File: src/common/rv_consts.svh
// rv32i core constants
// word width, register count, reset pc, base opcode values
`ifndef RV_CONSTS_SVH
`define RV_CONSTS_SVH

`define RV_XLEN     32          // data and address width
`define RV_NREGS    32          // x0..x31
`define RV_RESET_PC 32'h0000_0000

// opcode field, instr[6:0]
`define RV_OP_LOAD   7'b000_0011
`define RV_OP_STORE  7'b010_0011
`define RV_OP_BRANCH 7'b110_0011
`define RV_OP_JAL    7'b110_1111
`define RV_OP_JALR   7'b110_0111
`define RV_OP_LUI    7'b011_0111
`define RV_OP_AUIPC  7'b001_0111
`define RV_OP_IMM    7'b001_0011  // reg-imm alu ops
`define RV_OP_REG    7'b011_0011  // reg-reg alu ops

`endif

File: src/common/rv_pkg.sv
// shared control types for the rv32i core
// alu function, writeback source, next pc source
`default_nettype none

package rv_pkg;

	// alu function, sub and sra folded in
	typedef enum logic [3:0] {
		ALU_ADD  = 4'd0,
		ALU_SUB  = 4'd1,
		ALU_SLL  = 4'd2,
		ALU_SLT  = 4'd3,
		ALU_SLTU = 4'd4,
		ALU_XOR  = 4'd5,
		ALU_SRL  = 4'd6,
		ALU_SRA  = 4'd7,
		ALU_OR   = 4'd8,
		ALU_AND  = 4'd9
	} alu_op_t;

	// what lands in rd
	typedef enum logic [2:0] {
		RES_ALU    = 3'd0,  // alu result
		RES_LOAD   = 3'd1,  // extracted load data
		RES_PC4    = 3'd2,  // link value for jal/jalr
		RES_UIMM   = 3'd3,  // lui
		RES_PCUIMM = 3'd4   // auipc
	} result_src_t;

	// next pc choice
	typedef enum logic [1:0] {
		PC_SEQ    = 2'd0,   // pc + 4
		PC_JAL    = 2'd1,
		PC_JALR   = 2'd2,
		PC_BRANCH = 2'd3    // only if compare holds
	} pc_src_t;

endpackage : rv_pkg

`default_nettype wire

File: src/hdl/rv_controller.sv
// main decoder and alu decoder
// opcode, funct3, funct7 to datapath control strobes
`timescale 1ns/1ps
`default_nettype none
`include "rv_consts.svh"

module rv_controller (
	input  logic [31:0]          instr,
	output logic                 regwrite,
	output logic                 alusrc,
	output logic                 memwrite,
	output rv_pkg::alu_op_t      alu_op,
	output rv_pkg::result_src_t  result_src,
	output rv_pkg::pc_src_t      pc_src
);
	import rv_pkg::*;

	logic [6:0] opcode;
	logic [2:0] funct3;
	logic       funct7_5;   // sub / sra select
	logic       alt_op;     // funct7 bit applies
	alu_op_t    alu_fn;     // alu decoder output

	assign opcode   = instr[6:0];
	assign funct3   = instr[14:12];
	assign funct7_5 = instr[30];

	// bit 30 picks sub and sra for reg-reg, only srai for reg-imm
	assign alt_op = funct7_5 &
		((opcode == `RV_OP_REG) | (funct3 == 3'b101));

	// alu decoder
	always_comb begin
		case (funct3)
			3'b000:  alu_fn = alt_op ? ALU_SUB : ALU_ADD;
			3'b001:  alu_fn = ALU_SLL;
			3'b010:  alu_fn = ALU_SLT;
			3'b011:  alu_fn = ALU_SLTU;
			3'b100:  alu_fn = ALU_XOR;
			3'b101:  alu_fn = alt_op ? ALU_SRA : ALU_SRL;
			3'b110:  alu_fn = ALU_OR;
			default: alu_fn = ALU_AND;  // 3'b111
		endcase
	end

	// main decoder
	always_comb begin
		regwrite   = 1'b0;  // unknown opcodes write nothing
		alusrc     = 1'b0;
		memwrite   = 1'b0;
		alu_op     = ALU_ADD;
		result_src = RES_ALU;
		pc_src     = PC_SEQ;
		case (opcode)
			`RV_OP_LOAD: begin
				regwrite   = 1'b1;
				alusrc     = 1'b1;      // base + itypeimm
				result_src = RES_LOAD;
			end
			`RV_OP_STORE: begin
				alusrc   = 1'b1;        // base + stypeimm
				memwrite = 1'b1;
			end
			`RV_OP_BRANCH: begin
				alu_op = ALU_SUB;       // compare itself lives in datapath
				pc_src = PC_BRANCH;
			end
			`RV_OP_JAL: begin
				regwrite   = 1'b1;
				result_src = RES_PC4;
				pc_src     = PC_JAL;
			end
			`RV_OP_JALR: begin
				regwrite   = 1'b1;
				alusrc     = 1'b1;
				result_src = RES_PC4;
				pc_src     = PC_JALR;
			end
			`RV_OP_LUI: begin
				regwrite   = 1'b1;
				result_src = RES_UIMM;
			end
			`RV_OP_AUIPC: begin
				regwrite   = 1'b1;
				result_src = RES_PCUIMM;
			end
			`RV_OP_IMM: begin
				regwrite = 1'b1;
				alusrc   = 1'b1;
				alu_op   = alu_fn;
			end
			`RV_OP_REG: begin
				regwrite = 1'b1;
				alu_op   = alu_fn;
			end
			default: ;
		endcase
	end

endmodule : rv_controller

`default_nettype wire

File: src/datapath/instn_decode.sv
// instruction field slicing
// sign-extended immediates for i, s, b, u and j formats
`timescale 1ns/1ps
`default_nettype none
`include "rv_consts.svh"

module instn_decode (
	input  logic [31:0]             instr,
	output logic [2:0]              funct3,
	output logic [4:0]              rs1,
	output logic [4:0]              rs2,
	output logic [4:0]              rd,
	output logic [`RV_XLEN-1:0]     itypeimm,
	output logic [`RV_XLEN-1:0]     stypeimm,
	output logic [`RV_XLEN-1:0]     branchimm,
	output logic [`RV_XLEN-1:0]     utypeimm,
	output logic [`RV_XLEN-1:0]     jumpimm
);

	assign funct3 = instr[14:12];
	assign rs1    = instr[19:15];
	assign rs2    = instr[24:20];
	assign rd     = instr[11:7];

	// loads, jalr, reg-imm alu
	assign itypeimm  = {{20{instr[31]}}, instr[31:20]};
	// stores, split field
	assign stypeimm  = {{20{instr[31]}}, instr[31:25], instr[11:7]};
	// branch offset, bit 0 implied zero
	assign branchimm = {{20{instr[31]}}, instr[7], instr[30:25], instr[11:8], 1'b0};
	assign utypeimm  = {instr[31:12], 12'b0};   // lui / auipc
	// jal offset, +-1 MiB
	assign jumpimm   = {{12{instr[31]}}, instr[19:12], instr[20], instr[30:21], 1'b0};

endmodule : instn_decode

`default_nettype wire

File: src/datapath/regfile.sv
// integer register file
// two async read ports, one clocked write port, x0 reads zero
`timescale 1ns/1ps
`default_nettype none
`include "rv_consts.svh"

module regfile (
	input  logic                 clk,
	input  logic                 reset,
	input  logic                 we,
	input  logic [4:0]           rs1,
	input  logic [4:0]           rs2,
	input  logic [4:0]           rd,
	input  logic [`RV_XLEN-1:0]  wd,
	output logic [`RV_XLEN-1:0]  rs1_data,
	output logic [`RV_XLEN-1:0]  rs2_data
);

	// x0 has no storage
	logic [`RV_XLEN-1:0] rf [1:`RV_NREGS-1];

	always_ff @(posedge clk) begin
		if (we && reset && (rd != 5'd0))    // held off while in reset
			rf[rd] <= wd;
	end

	assign rs1_data = (rs1 != 5'd0) ? rf[rs1] : '0;
	assign rs2_data = (rs2 != 5'd0) ? rf[rs2] : '0;

	// write data comes through decode, alu and result mux
	a_wd_known: assert property (@(posedge clk) disable iff (!reset)
		(we && rd != 5'd0) |-> !$isunknown(wd))
		else $error("unknown write data to x%0d", rd);

endmodule : regfile

`default_nettype wire

File: src/datapath/alu.sv
// rv32i alu
// add sub shifts compares and logic ops on two operands
`timescale 1ns/1ps
`default_nettype none
`include "rv_consts.svh"

module alu (
	input  logic [`RV_XLEN-1:0]  srca,
	input  logic [`RV_XLEN-1:0]  srcb,
	input  rv_pkg::alu_op_t      alu_op,
	output logic [`RV_XLEN-1:0]  aluout
);
	import rv_pkg::*;

	logic [4:0] shamt;  // only low five bits shift

	assign shamt = srcb[4:0];

	always_comb begin
		case (alu_op)
			ALU_ADD:  aluout = srca + srcb;
			ALU_SUB:  aluout = srca - srcb;
			ALU_SLL:  aluout = srca << shamt;
			ALU_SLT:  aluout = ($signed(srca) < $signed(srcb)) ? 32'd1 : 32'd0;
			ALU_SLTU: aluout = (srca < srcb) ? 32'd1 : 32'd0;
			ALU_XOR:  aluout = srca ^ srcb;
			ALU_SRL:  aluout = srca >> shamt;   // zero fill
			ALU_SRA:  aluout = $signed(srca) >>> shamt;  // sign fill
			ALU_OR:   aluout = srca | srcb;
			ALU_AND:  aluout = srca & srcb;
			default:  aluout = '0;
		endcase
	end

endmodule : alu

`default_nettype wire

File: src/datapath/datapath.sv
// rv32i datapath
// pc and next pc, operand and result muxes, load extract, store merge, branch compare
`timescale 1ns/1ps
`default_nettype none
`include "rv_consts.svh"

module datapath (
	input  logic                 clk,
	input  logic                 reset,
	input  logic [31:0]          instr,
	input  logic [`RV_XLEN-1:0]  readdata,
	input  logic                 regwrite,
	input  logic                 alusrc,
	input  rv_pkg::alu_op_t      alu_op,
	input  rv_pkg::result_src_t  result_src,
	input  rv_pkg::pc_src_t      pc_src,
	output logic [`RV_XLEN-1:0]  pc,
	output logic [`RV_XLEN-1:0]  aluout,
	output logic [`RV_XLEN-1:0]  writedata
);
	import rv_pkg::*;

	logic [2:0]          funct3;
	logic [4:0]          rs1, rs2, rd;
	logic [`RV_XLEN-1:0] itypeimm, stypeimm, branchimm, utypeimm, jumpimm;
	logic [`RV_XLEN-1:0] rs1_data, rs2_data;
	logic [`RV_XLEN-1:0] srcb, imm;
	logic [`RV_XLEN-1:0] pcplus4, pc_next;
	logic [`RV_XLEN-1:0] result;
	logic [`RV_XLEN-1:0] lane_data;     // readdata shifted to lane 0
	logic [`RV_XLEN-1:0] load_data;
	logic [`RV_XLEN-1:0] st_mask, st_data;
	logic                is_store;
	logic                cond;          // branch comparison outcome

	instn_decode u_decode (
		.instr(instr), .funct3(funct3),
		.rs1(rs1), .rs2(rs2), .rd(rd),
		.itypeimm(itypeimm), .stypeimm(stypeimm), .branchimm(branchimm),
		.utypeimm(utypeimm), .jumpimm(jumpimm)
	);

	regfile u_rf (
		.clk(clk), .reset(reset), .we(regwrite),
		.rs1(rs1), .rs2(rs2), .rd(rd), .wd(result),
		.rs1_data(rs1_data), .rs2_data(rs2_data)
	);

	// s-format immediate only for stores
	assign is_store = (instr[6:0] == `RV_OP_STORE);
	assign imm      = is_store ? stypeimm : itypeimm;
	assign srcb     = alusrc ? imm : rs2_data;

	alu u_alu (.srca(rs1_data), .srcb(srcb), .alu_op(alu_op), .aluout(aluout));

	// branch compare on register values, not alu
	always_comb begin
		case (funct3)
			3'b000:  cond = (rs1_data == rs2_data);                    // beq
			3'b001:  cond = (rs1_data != rs2_data);                    // bne
			3'b100:  cond = ($signed(rs1_data) < $signed(rs2_data));   // blt
			3'b101:  cond = ($signed(rs1_data) >= $signed(rs2_data));  // bge
			3'b110:  cond = (rs1_data < rs2_data);                     // bltu
			3'b111:  cond = (rs1_data >= rs2_data);                    // bgeu
			default: cond = 1'b0;
		endcase
	end

	// next pc
	assign pcplus4 = pc + 32'd4;
	always_comb begin
		case (pc_src)
			PC_JAL:    pc_next = pc + jumpimm;
			PC_JALR:   pc_next = (rs1_data + itypeimm) & ~32'd1;   // clear bit 0
			PC_BRANCH: pc_next = cond ? (pc + branchimm) : pcplus4;
			default:   pc_next = pcplus4;
		endcase
	end

	always_ff @(posedge clk or negedge reset) begin
		if (!reset)
			pc <= `RV_RESET_PC;
		else
			pc <= pc_next;
	end

	// load extraction, little-endian lane from address bits 1:0
	assign lane_data = readdata >> {aluout[1:0], 3'b000};
	always_comb begin
		case (funct3)
			3'b000:  load_data = {{24{lane_data[7]}}, lane_data[7:0]};    // lb
			3'b001:  load_data = {{16{lane_data[15]}}, lane_data[15:0]};  // lh
			3'b100:  load_data = {24'b0, lane_data[7:0]};                 // lbu
			3'b101:  load_data = {16'b0, lane_data[15:0]};                // lhu
			default: load_data = readdata;                                // lw
		endcase
	end

	// store merge into the current word, memory always writes full words
	always_comb begin
		case (funct3[1:0])
			2'b00: begin    // sb
				st_mask = 32'h0000_00ff << {aluout[1:0], 3'b000};
				st_data = {4{rs2_data[7:0]}};
			end
			2'b01: begin    // sh
				st_mask = 32'h0000_ffff << {aluout[1], 4'b0000};
				st_data = {2{rs2_data[15:0]}};
			end
			default: begin  // sw
				st_mask = 32'hffff_ffff;
				st_data = rs2_data;
			end
		endcase
	end
	assign writedata = (readdata & ~st_mask) | (st_data & st_mask);

	// writeback select
	always_comb begin
		case (result_src)
			RES_LOAD:   result = load_data;
			RES_PC4:    result = pcplus4;
			RES_UIMM:   result = utypeimm;
			RES_PCUIMM: result = pc + utypeimm;
			default:    result = aluout;
		endcase
	end

	// every jump and branch target keeps word alignment
	a_pc_aligned: assert property (@(posedge clk) disable iff (!reset)
		pc[1:0] == 2'b00)
		else $error("misaligned pc %h", pc);

endmodule : datapath

`default_nettype wire

File: src/hdl/rv_core.sv
// single-cycle rv32i core top
// controller plus datapath, memories sit outside
`timescale 1ns/1ps
`default_nettype none
`include "rv_consts.svh"

module rv_core (
	input  logic                 clk,
	input  logic                 reset,
	output logic [`RV_XLEN-1:0]  pc,        // instruction address
	input  logic [31:0]          instr,
	output logic [`RV_XLEN-1:0]  dataadr,   // alu result
	output logic [`RV_XLEN-1:0]  writedata, // merged full word
	input  logic [`RV_XLEN-1:0]  readdata,
	output logic                 memwrite
);
	import rv_pkg::*;

	logic        regwrite;
	logic        alusrc;
	alu_op_t     alu_op;
	result_src_t result_src;
	pc_src_t     pc_src;

	rv_controller u_ctrl (
		.instr(instr),
		.regwrite(regwrite), .alusrc(alusrc), .memwrite(memwrite),
		.alu_op(alu_op), .result_src(result_src), .pc_src(pc_src)
	);

	datapath u_dp (
		.clk(clk), .reset(reset),
		.instr(instr), .readdata(readdata),
		.regwrite(regwrite), .alusrc(alusrc),
		.alu_op(alu_op), .result_src(result_src), .pc_src(pc_src),
		.pc(pc), .aluout(dataadr), .writedata(writedata)
	);

endmodule : rv_core

`default_nettype wire

File: config.mk
export PLATFORM = sky130hd
export DESIGN_NAME = rv_core
export DESIGN_NICKNAME = d
export VERILOG_FILES = /design/src/common/rv_pkg.sv /design/src/hdl/rv_controller.sv /design/src/datapath/instn_decode.sv /design/src/datapath/regfile.sv /design/src/datapath/alu.sv /design/src/datapath/datapath.sv /design/src/hdl/rv_core.sv
export VERILOG_INCLUDE_DIRS = /design/src /design/src/common
export SDC_FILE = /design/constraint.sdc
export NUM_CORES = 2
export LEC_CHECK = 0
export ABC_AREA = 1
export BUFFER_PORTS_ARGS = -buffer_cell sky130_fd_sc_hd__buf_2
export CAP_MARGIN = 20
export CORE_ASPECT_RATIO = 0.5
export CORE_UTILIZATION = 43
export DETAILED_ROUTE_END_ITERATION = 7
export SLEW_MARGIN = 20
export SYNTH_ARGS = -nofsm -noshare
export SYNTH_HDL_FRONTEND = slang
export SYNTH_SLANG_ARGS = --single-unit
File: constraint.sdc
create_clock -name clk -period 6.1 [get_ports clk]
set_input_delay 0.305 -clock clk [delete_from_list [all_inputs] [get_ports clk]]
set_output_delay 0.305 -clock clk [all_outputs]
set_load 0.02 [all_outputs]
# After elaboration in Yosys (flattened, before gate mapping)
# Memory sizes are Yosys's and may differ from the RTL's.
# Cells that the tools add are included.
word_totals:
  regBits: 32
  ramBits: 992
  inputBits: 66
  word_cells: 102
  memories: 1
classes:
  n_addsub: 7
  magnitude_cmp: 6
  n_eq_ne: 35
  shift: 6
  n_mux: 25
  bitwise_logic: 9
  n_reduce_logical: 12
memory_table:
  columns: ["memory", "depth", "width", "rd", "rd_clocked_by_memory_dff", "write_ports", "line_no", "source"]
  rows:
  - ["u_dp.u_rf.rf", 31, 32, 2, 0, 1, "regfile.sv:20", "logic [`RV_XLEN-1:0] rf [1:`RV_NREGS-1];"]
op_table:
  columns: ["op", "count"]
  rows:
  - ["$pmux 32 s10", 1]
  - ["$pmux 32 s4", 2]
  - ["$add 32x32->32", 5]
  - ["$lt 32x32->1", 4]
  - ["$mux 32", 4]
  - ["$pmux 32 s2", 2]
  - ["$and 32x32->32", 3]
  - ["$pmux 32 s3", 1]
  - ["$ge 32x32->1", 2]
  - ["$or 32x32->32", 2]
  - ["$add 32x3->32 const B", 1]
  - ["$eq 32x32->1", 1]
  - ["$ne 32x32->1", 1]
  - ["$not 32->32", 1]
  - ["$shl 16x5->32 const A", 1]
  - ["$shl 32x5->32", 1]
  - ["$shl 8x5->32 const A", 1]
  - ["$shr 32x5->16", 1]
  - ["$shr 32x5->32", 1]
  - ["$sshr 32x5->32", 1]
  - ["$sub 32x32->32", 1]
  - ["$xor 32x32->32", 1]
  - ["$pmux 4 s7", 1]
  - ["$eq 7x6->1 const B", 3]
  - ["28 further kinds", 58]

# Logic depth before layout (Yosys ltp)
depth:
  word_depth: 13
  depth_mapped: 40
  ltp_nobuf: 34

# Cells and area by module
# From an unflattened synthesis, not the netlist that was laid out.
hier_totals:
  cells_unflattened: 11146
  hier_area_um2: 77315.4
modules_own_cells:
  columns: ["mod", "instances", "cells_per_inst", "area_per_inst_um2"]
  rows:
  - ["regfile", 1, 6385, 52027.4]
  - ["datapath", 1, 2455, 13558.0]
  - ["alu", 1, 2069, 10107.2]
  - ["instn_decode", 1, 179, 1340.0]
  - ["rv_controller", 1, 58, 282.8]

# Worst setup path before layout
# OpenSTA, ideal clock, no wires.
synth_path:
  kind: "input-to-reg"
  start: "in instr[20]"
  end: "mem u_dp.u_rf.rf[10][22] (netlist bit) (data pin)"
  setup_ns: 0.372
  t_arrival_ns: 5.646
  t_required_ns: 5.728
  setup_slack_ns: 0.083
  stages: 36
  cell_sequence: "buf_4 buf_4 buf_2 clkbuf_1 clkbuf_1 clkbuf_1 clkbuf_1 nor2_1 o221ai_1 o211ai_1 nand3_1 nand3_1 a21oi_1 ha_1 clkbuf_1 inv_1 a21oi_1 o21ai_0 nand2_1 nand2_1 a21oi_1 nand2_1 inv_1 nand2_1 nand4_1 nand3_1 nor2_4 nand3_4 nand2_1 nand2_1 nand2_2 nand3_4 nand3_4 buf_6 nand2_1 a21oi_1"
synth_between:
  elab_chain_len: 9
  word_cells_on_any_way: 22
  cone_classes: "add/sub: 3; order compare: 2; shift: 4; mux: 8; bitwise: 3; reduce/logical: 1; memory: 1"
synth_lines:
  columns: ["item", "line_no", "source"]
  rows:
  - ["start, declared", "rv_core.sv:11", "input logic [31:0] instr,"]
  - ["$mem_v2 31x32 or $reduce_bool 5->1 (tied branches)", null, null]
  - ["$mux 32", "regfile.sv:28", "assign rs2_data = (rs2 != 5'd0) ? rf[rs2] : '0;"]
  - ["$mux 32", "datapath.sv:52", "assign srcb = alusrc ? imm : rs2_data;"]
  - ["$lt 32x32->1, on equally long branches", "alu.sv:25, alu.sv:24", null]
  - ["$mux 1, on equally long branches", "alu.sv:25, alu.sv:24", null]
  - ["$pmux 32 s10", "alu.sv:20", "case (alu_op)"]
  - ["$shr 32x5->16", "datapath.sv:88", "assign lane_data = readdata >> {aluout[1:0], 3'b000};"]
  - ["$pmux 32 s4", "datapath.sv:90", "case (funct3)"]
  - ["$pmux 32 s4 (*)", "datapath.sv:120", "case (result_src)"]
  - ["named net u_dp.result[22]", "datapath.sv:29", "logic [`RV_XLEN-1:0] result;"]
  - ["end, declared", "regfile.sv:20", null]
# The timed path passes the listed nets; every way through them passes the cells marked *.

==> impl_metrics.env <==
export IMPL_drc=14
export IMPL_antenna_found_initial=21
export IMPL_path_buf_inv=9
export IMPL_ys_ff_latch=1023
export IMPL_wire_per_inst_um=29.53
export IMPL_total_leakage_power_nw=31.65
export IMPL_grt_usage_pct=39.88
export IMPL_min_period_ns=5.981
export IMPL_nFillCells=14930
export IMPL_die_h_um=282.3
export IMPL_pin_count=163
export IMPL_fin_ws_ns=0.1194
export IMPL_syn_num_nets=8813
export IMPL_cts_tree="done"
export IMPL_finalClockSkew_ns=0.09934
export IMPL_yosysTopAreaCell="edfxtp_1"
export IMPL_critPathMostFrequentCell="nand2_1"
export IMPL_setup_violations=0
export IMPL_cpPeakStageDelay_ns=0.38
export IMPL_hold_viol_final=0
export IMPL_cp_arrival_ns=5.68
export IMPL_clock_root_buffer="clkbuf_16"
export IMPL_dieArea_mm2=0.1588
export IMPL_syn_area_per_cell_um2=7.921
export IMPL_crit_slowest_cell="edfxtp_1"
export IMPL_yosysTopAreaCellShare_pct=44.10
export IMPL_drt_total_wl_mm=325.4
export IMPL_critPathMaxFanout=7
export IMPL_criticalPathCategory="reg2out"
export IMPL_hold_class="in2reg"
export IMPL_drt_iter0_markers=11030
export IMPL_grt_pass1_wl_mm=454.0
export IMPL_max_cap_violations=0
export IMPL_clock_sinks=1023
export IMPL_ys_types=68
export IMPL_clkLatencyLatePin_ns=0.75
export IMPL_cts_buffers=96
export IMPL_grt_pass1_vias=62850
export IMPL_synth_main_ff_cell="edfxtp_1"
export IMPL_start_kind="register"
export IMPL_required_ns=5.79
export IMPL_rows=102
export IMPL_cpLargestDelayFamily="simple AND/OR/NAND/NOR gates"
export IMPL_num_vias=69610
export IMPL_synth_edf_count=992
export IMPL_htree_levels=3
export IMPL_max_freq_ghz=0.1672
export IMPL_finalCritPeriodShare_pct=98.04
export IMPL_drtAntennaViolNets=0
export IMPL_synth_common_cells="nand2_1, o21ai_0, edfxtp_1"
export IMPL_grt_overflow=0
export IMPL_peakVddDrop_v=0.0002425
export IMPL_die_width_um=562.5
export IMPL_grt_max_degree=133
export IMPL_clock_tree_buffer_depth=3
export IMPL_core_area_mm2=0.1553
export IMPL_layout_drive_gt1_share_pct=12.67
export IMPL_synthArstFlopShare_pct=3.030
export IMPL_clk_pin_slew_ns=0.07
export IMPL_syn_inst=8527
export IMPL_finalPower_mw=24.89
export IMPL_preCtsSetupSlack_ns=-0.3118
export IMPL_numPortBuffers=161
export IMPL_drtPass1Iterations=8
export IMPL_start_util_pct=43.49
export IMPL_gp_congestion=1.074
export IMPL_yosysMostFrequentCell="nand2_1"
export IMPL_slew_limit_headroom_pct=17.26
export IMPL_outcome="finished, violations left"
export IMPL_nNetsFinal=9139
export IMPL_area_growth_pct=16.34
export IMPL_ys_warn_count=0
export IMPL_violations="design-rule violations"
export IMPL_synthTopCellsByArea="edfxtp_1, nand2_1, o21ai_0"
export IMPL_max_slew_worst_pin_slew_ns=1.228
export IMPL_synth_area_mm2=0.06754
export IMPL_seq_area_frac_synth_pct=45.25
export IMPL_dp_hpwl_mm=219.9
export IMPL_pwr_density_cell_mw_per_mm2=316.7
export IMPL_finalMaxSlewViolations=0
export IMPL_end_kind="output port"
export IMPL_vias_per_cell=6.316
-- placed cells by master (no fill, tap or decap), types with 10 or more instances in the layout --
cell / n
a211oi_1: 14
a21boi_0: 17
a21oi_1: 802
a21oi_2: 33
a221oi_1: 18
a31oi_1: 24
buf_12: 124
buf_2: 153
buf_4: 478
bufinv_16: 12
clkbuf_1: 23
clkbuf_16: 98
clkinv_1: 20
clkinv_2: 14
dfrtp_1: 31
edfxtp_1: 992
ha_1: 213
inv_1: 714
inv_2: 27
mux2i_1: 23
nand2_1: 1766
nand2_2: 23
nand3_1: 755
nand3_2: 10
nand4_1: 76
nor2_1: 616
nor2_4: 31
nor3_1: 41
nor4_1: 12
o2111ai_1: 37
o211ai_1: 172
o21a_1: 15
o21ai_0: 1136
o21ai_1: 52
o221ai_1: 56
o22ai_1: 58
or2_2: 51
xnor2_1: 17
xor2_1: 43
-- routing by layer --
layer  part of all wire (%)  global-route usage [%]  vias to the layer above
met5                  0.025                       0                        -
met4                    4.9                   17.31                       12
met3                     14                   11.51                      889
met2                     40                   57.28                     4908
met1                     40                   55.69                    33320
li1                       -                       -                    30480
-- worst min-delay path: stages --
cell and delay, ns:
buf_2 0.14, ha_1 0.16, nand3_1 0.08, o2111ai_1 0.10
-- cell families (layout without fill, tap and decap cells) --
logic type,after synthesis,in the layout,share of synthesized area [%]
compound gates,2494,2494,20.34
xor+xnor,60,60,0.7780
fa+ha+maj,220,220,4.142
buf+inv,1290,1694,7.728
flops,1023,1023,45.25
mux,23,23,0.3408
other cells,1,9,0.005552
simple gates,3416,3417,21.41
-- sequential cells by signal, summed over array words and instances (netlist names) --
register / cells
u_dp.pc: 31
u_dp.u_rf.rf: 992
-- where the power goes --
part	internal, mW	leakage [nW]	switching [mW]
registers	8.62	9.30	0.297
clock network	3.47	1.55	2.90
logic	3.06	20.8	6.55
total	15.1	31.6	9.74
-- area by class of cell --
type	count	area, µm²	area share, %
flip-flops and latches	1023	30560	38.90
repair buffers	767	7029	8.945
inverters	750	2843	3.618
multi-input cells	6215	32310	41.12
well taps	2080	2603	3.312
clock inverters	57	698.2	0.8885
diodes	8	20.02	0.02548
clock buffers	120	2514	3.199
-- final timing paths --
check	start	end	slack (ns)	cells after the start
worst min-delay path	instr[8]	u_dp.pc[1]	0.08	4
worst max register to register	u_dp.u_rf.rf[2][19]	u_dp.u_rf.rf[21][22]	0.32	33
worst min register to register	u_dp.pc[1]	u_dp.pc[1]	0.74	2
min in group asynchronous	reset	u_dp.pc[9]	0.14	3
worst max-delay path	u_dp.u_rf.rf[2][19]	writedata[9]	0.12	30
max in group asynchronous	reset	u_dp.pc[27]	5.58	3
-- through the flow --
step / util, % / setup TNS, ns / hold slack [ns] / instance area, µm² / instances
after floorplan: - / 0 / 0.009409 / 67540 / 8527
after global placement: 48.30 / -16.56 / 0.3739 / 75020 / 10820
after detailed placement: 48.33 / -14.96 / 0.3762 / 75060 / 10820
after CTS: 50.41 / 0 / 0.06572 / 78290 / 11000
after global routing: 50.58 / -0.01993 / 0.1211 / 78560 / 11010
final: 50.59 / 0 / 0.07925 / 78580 / 11020
-- repair_timing --
| item | 4_1_cts | 5_1_grt |
|---|---|---|
| hold buffers | 1 | 0 |
| setup endpoints to repair | 3 | 49 |
| gates cloned | 0 | 2 |
| hold endpoints to repair | 31 | 0 |
| pin swaps | 0 | 11 |
| setup buffers | 0 | 11 |
| resized for setup | 3 | 41 |
Power figures use the tool's default switching activity.
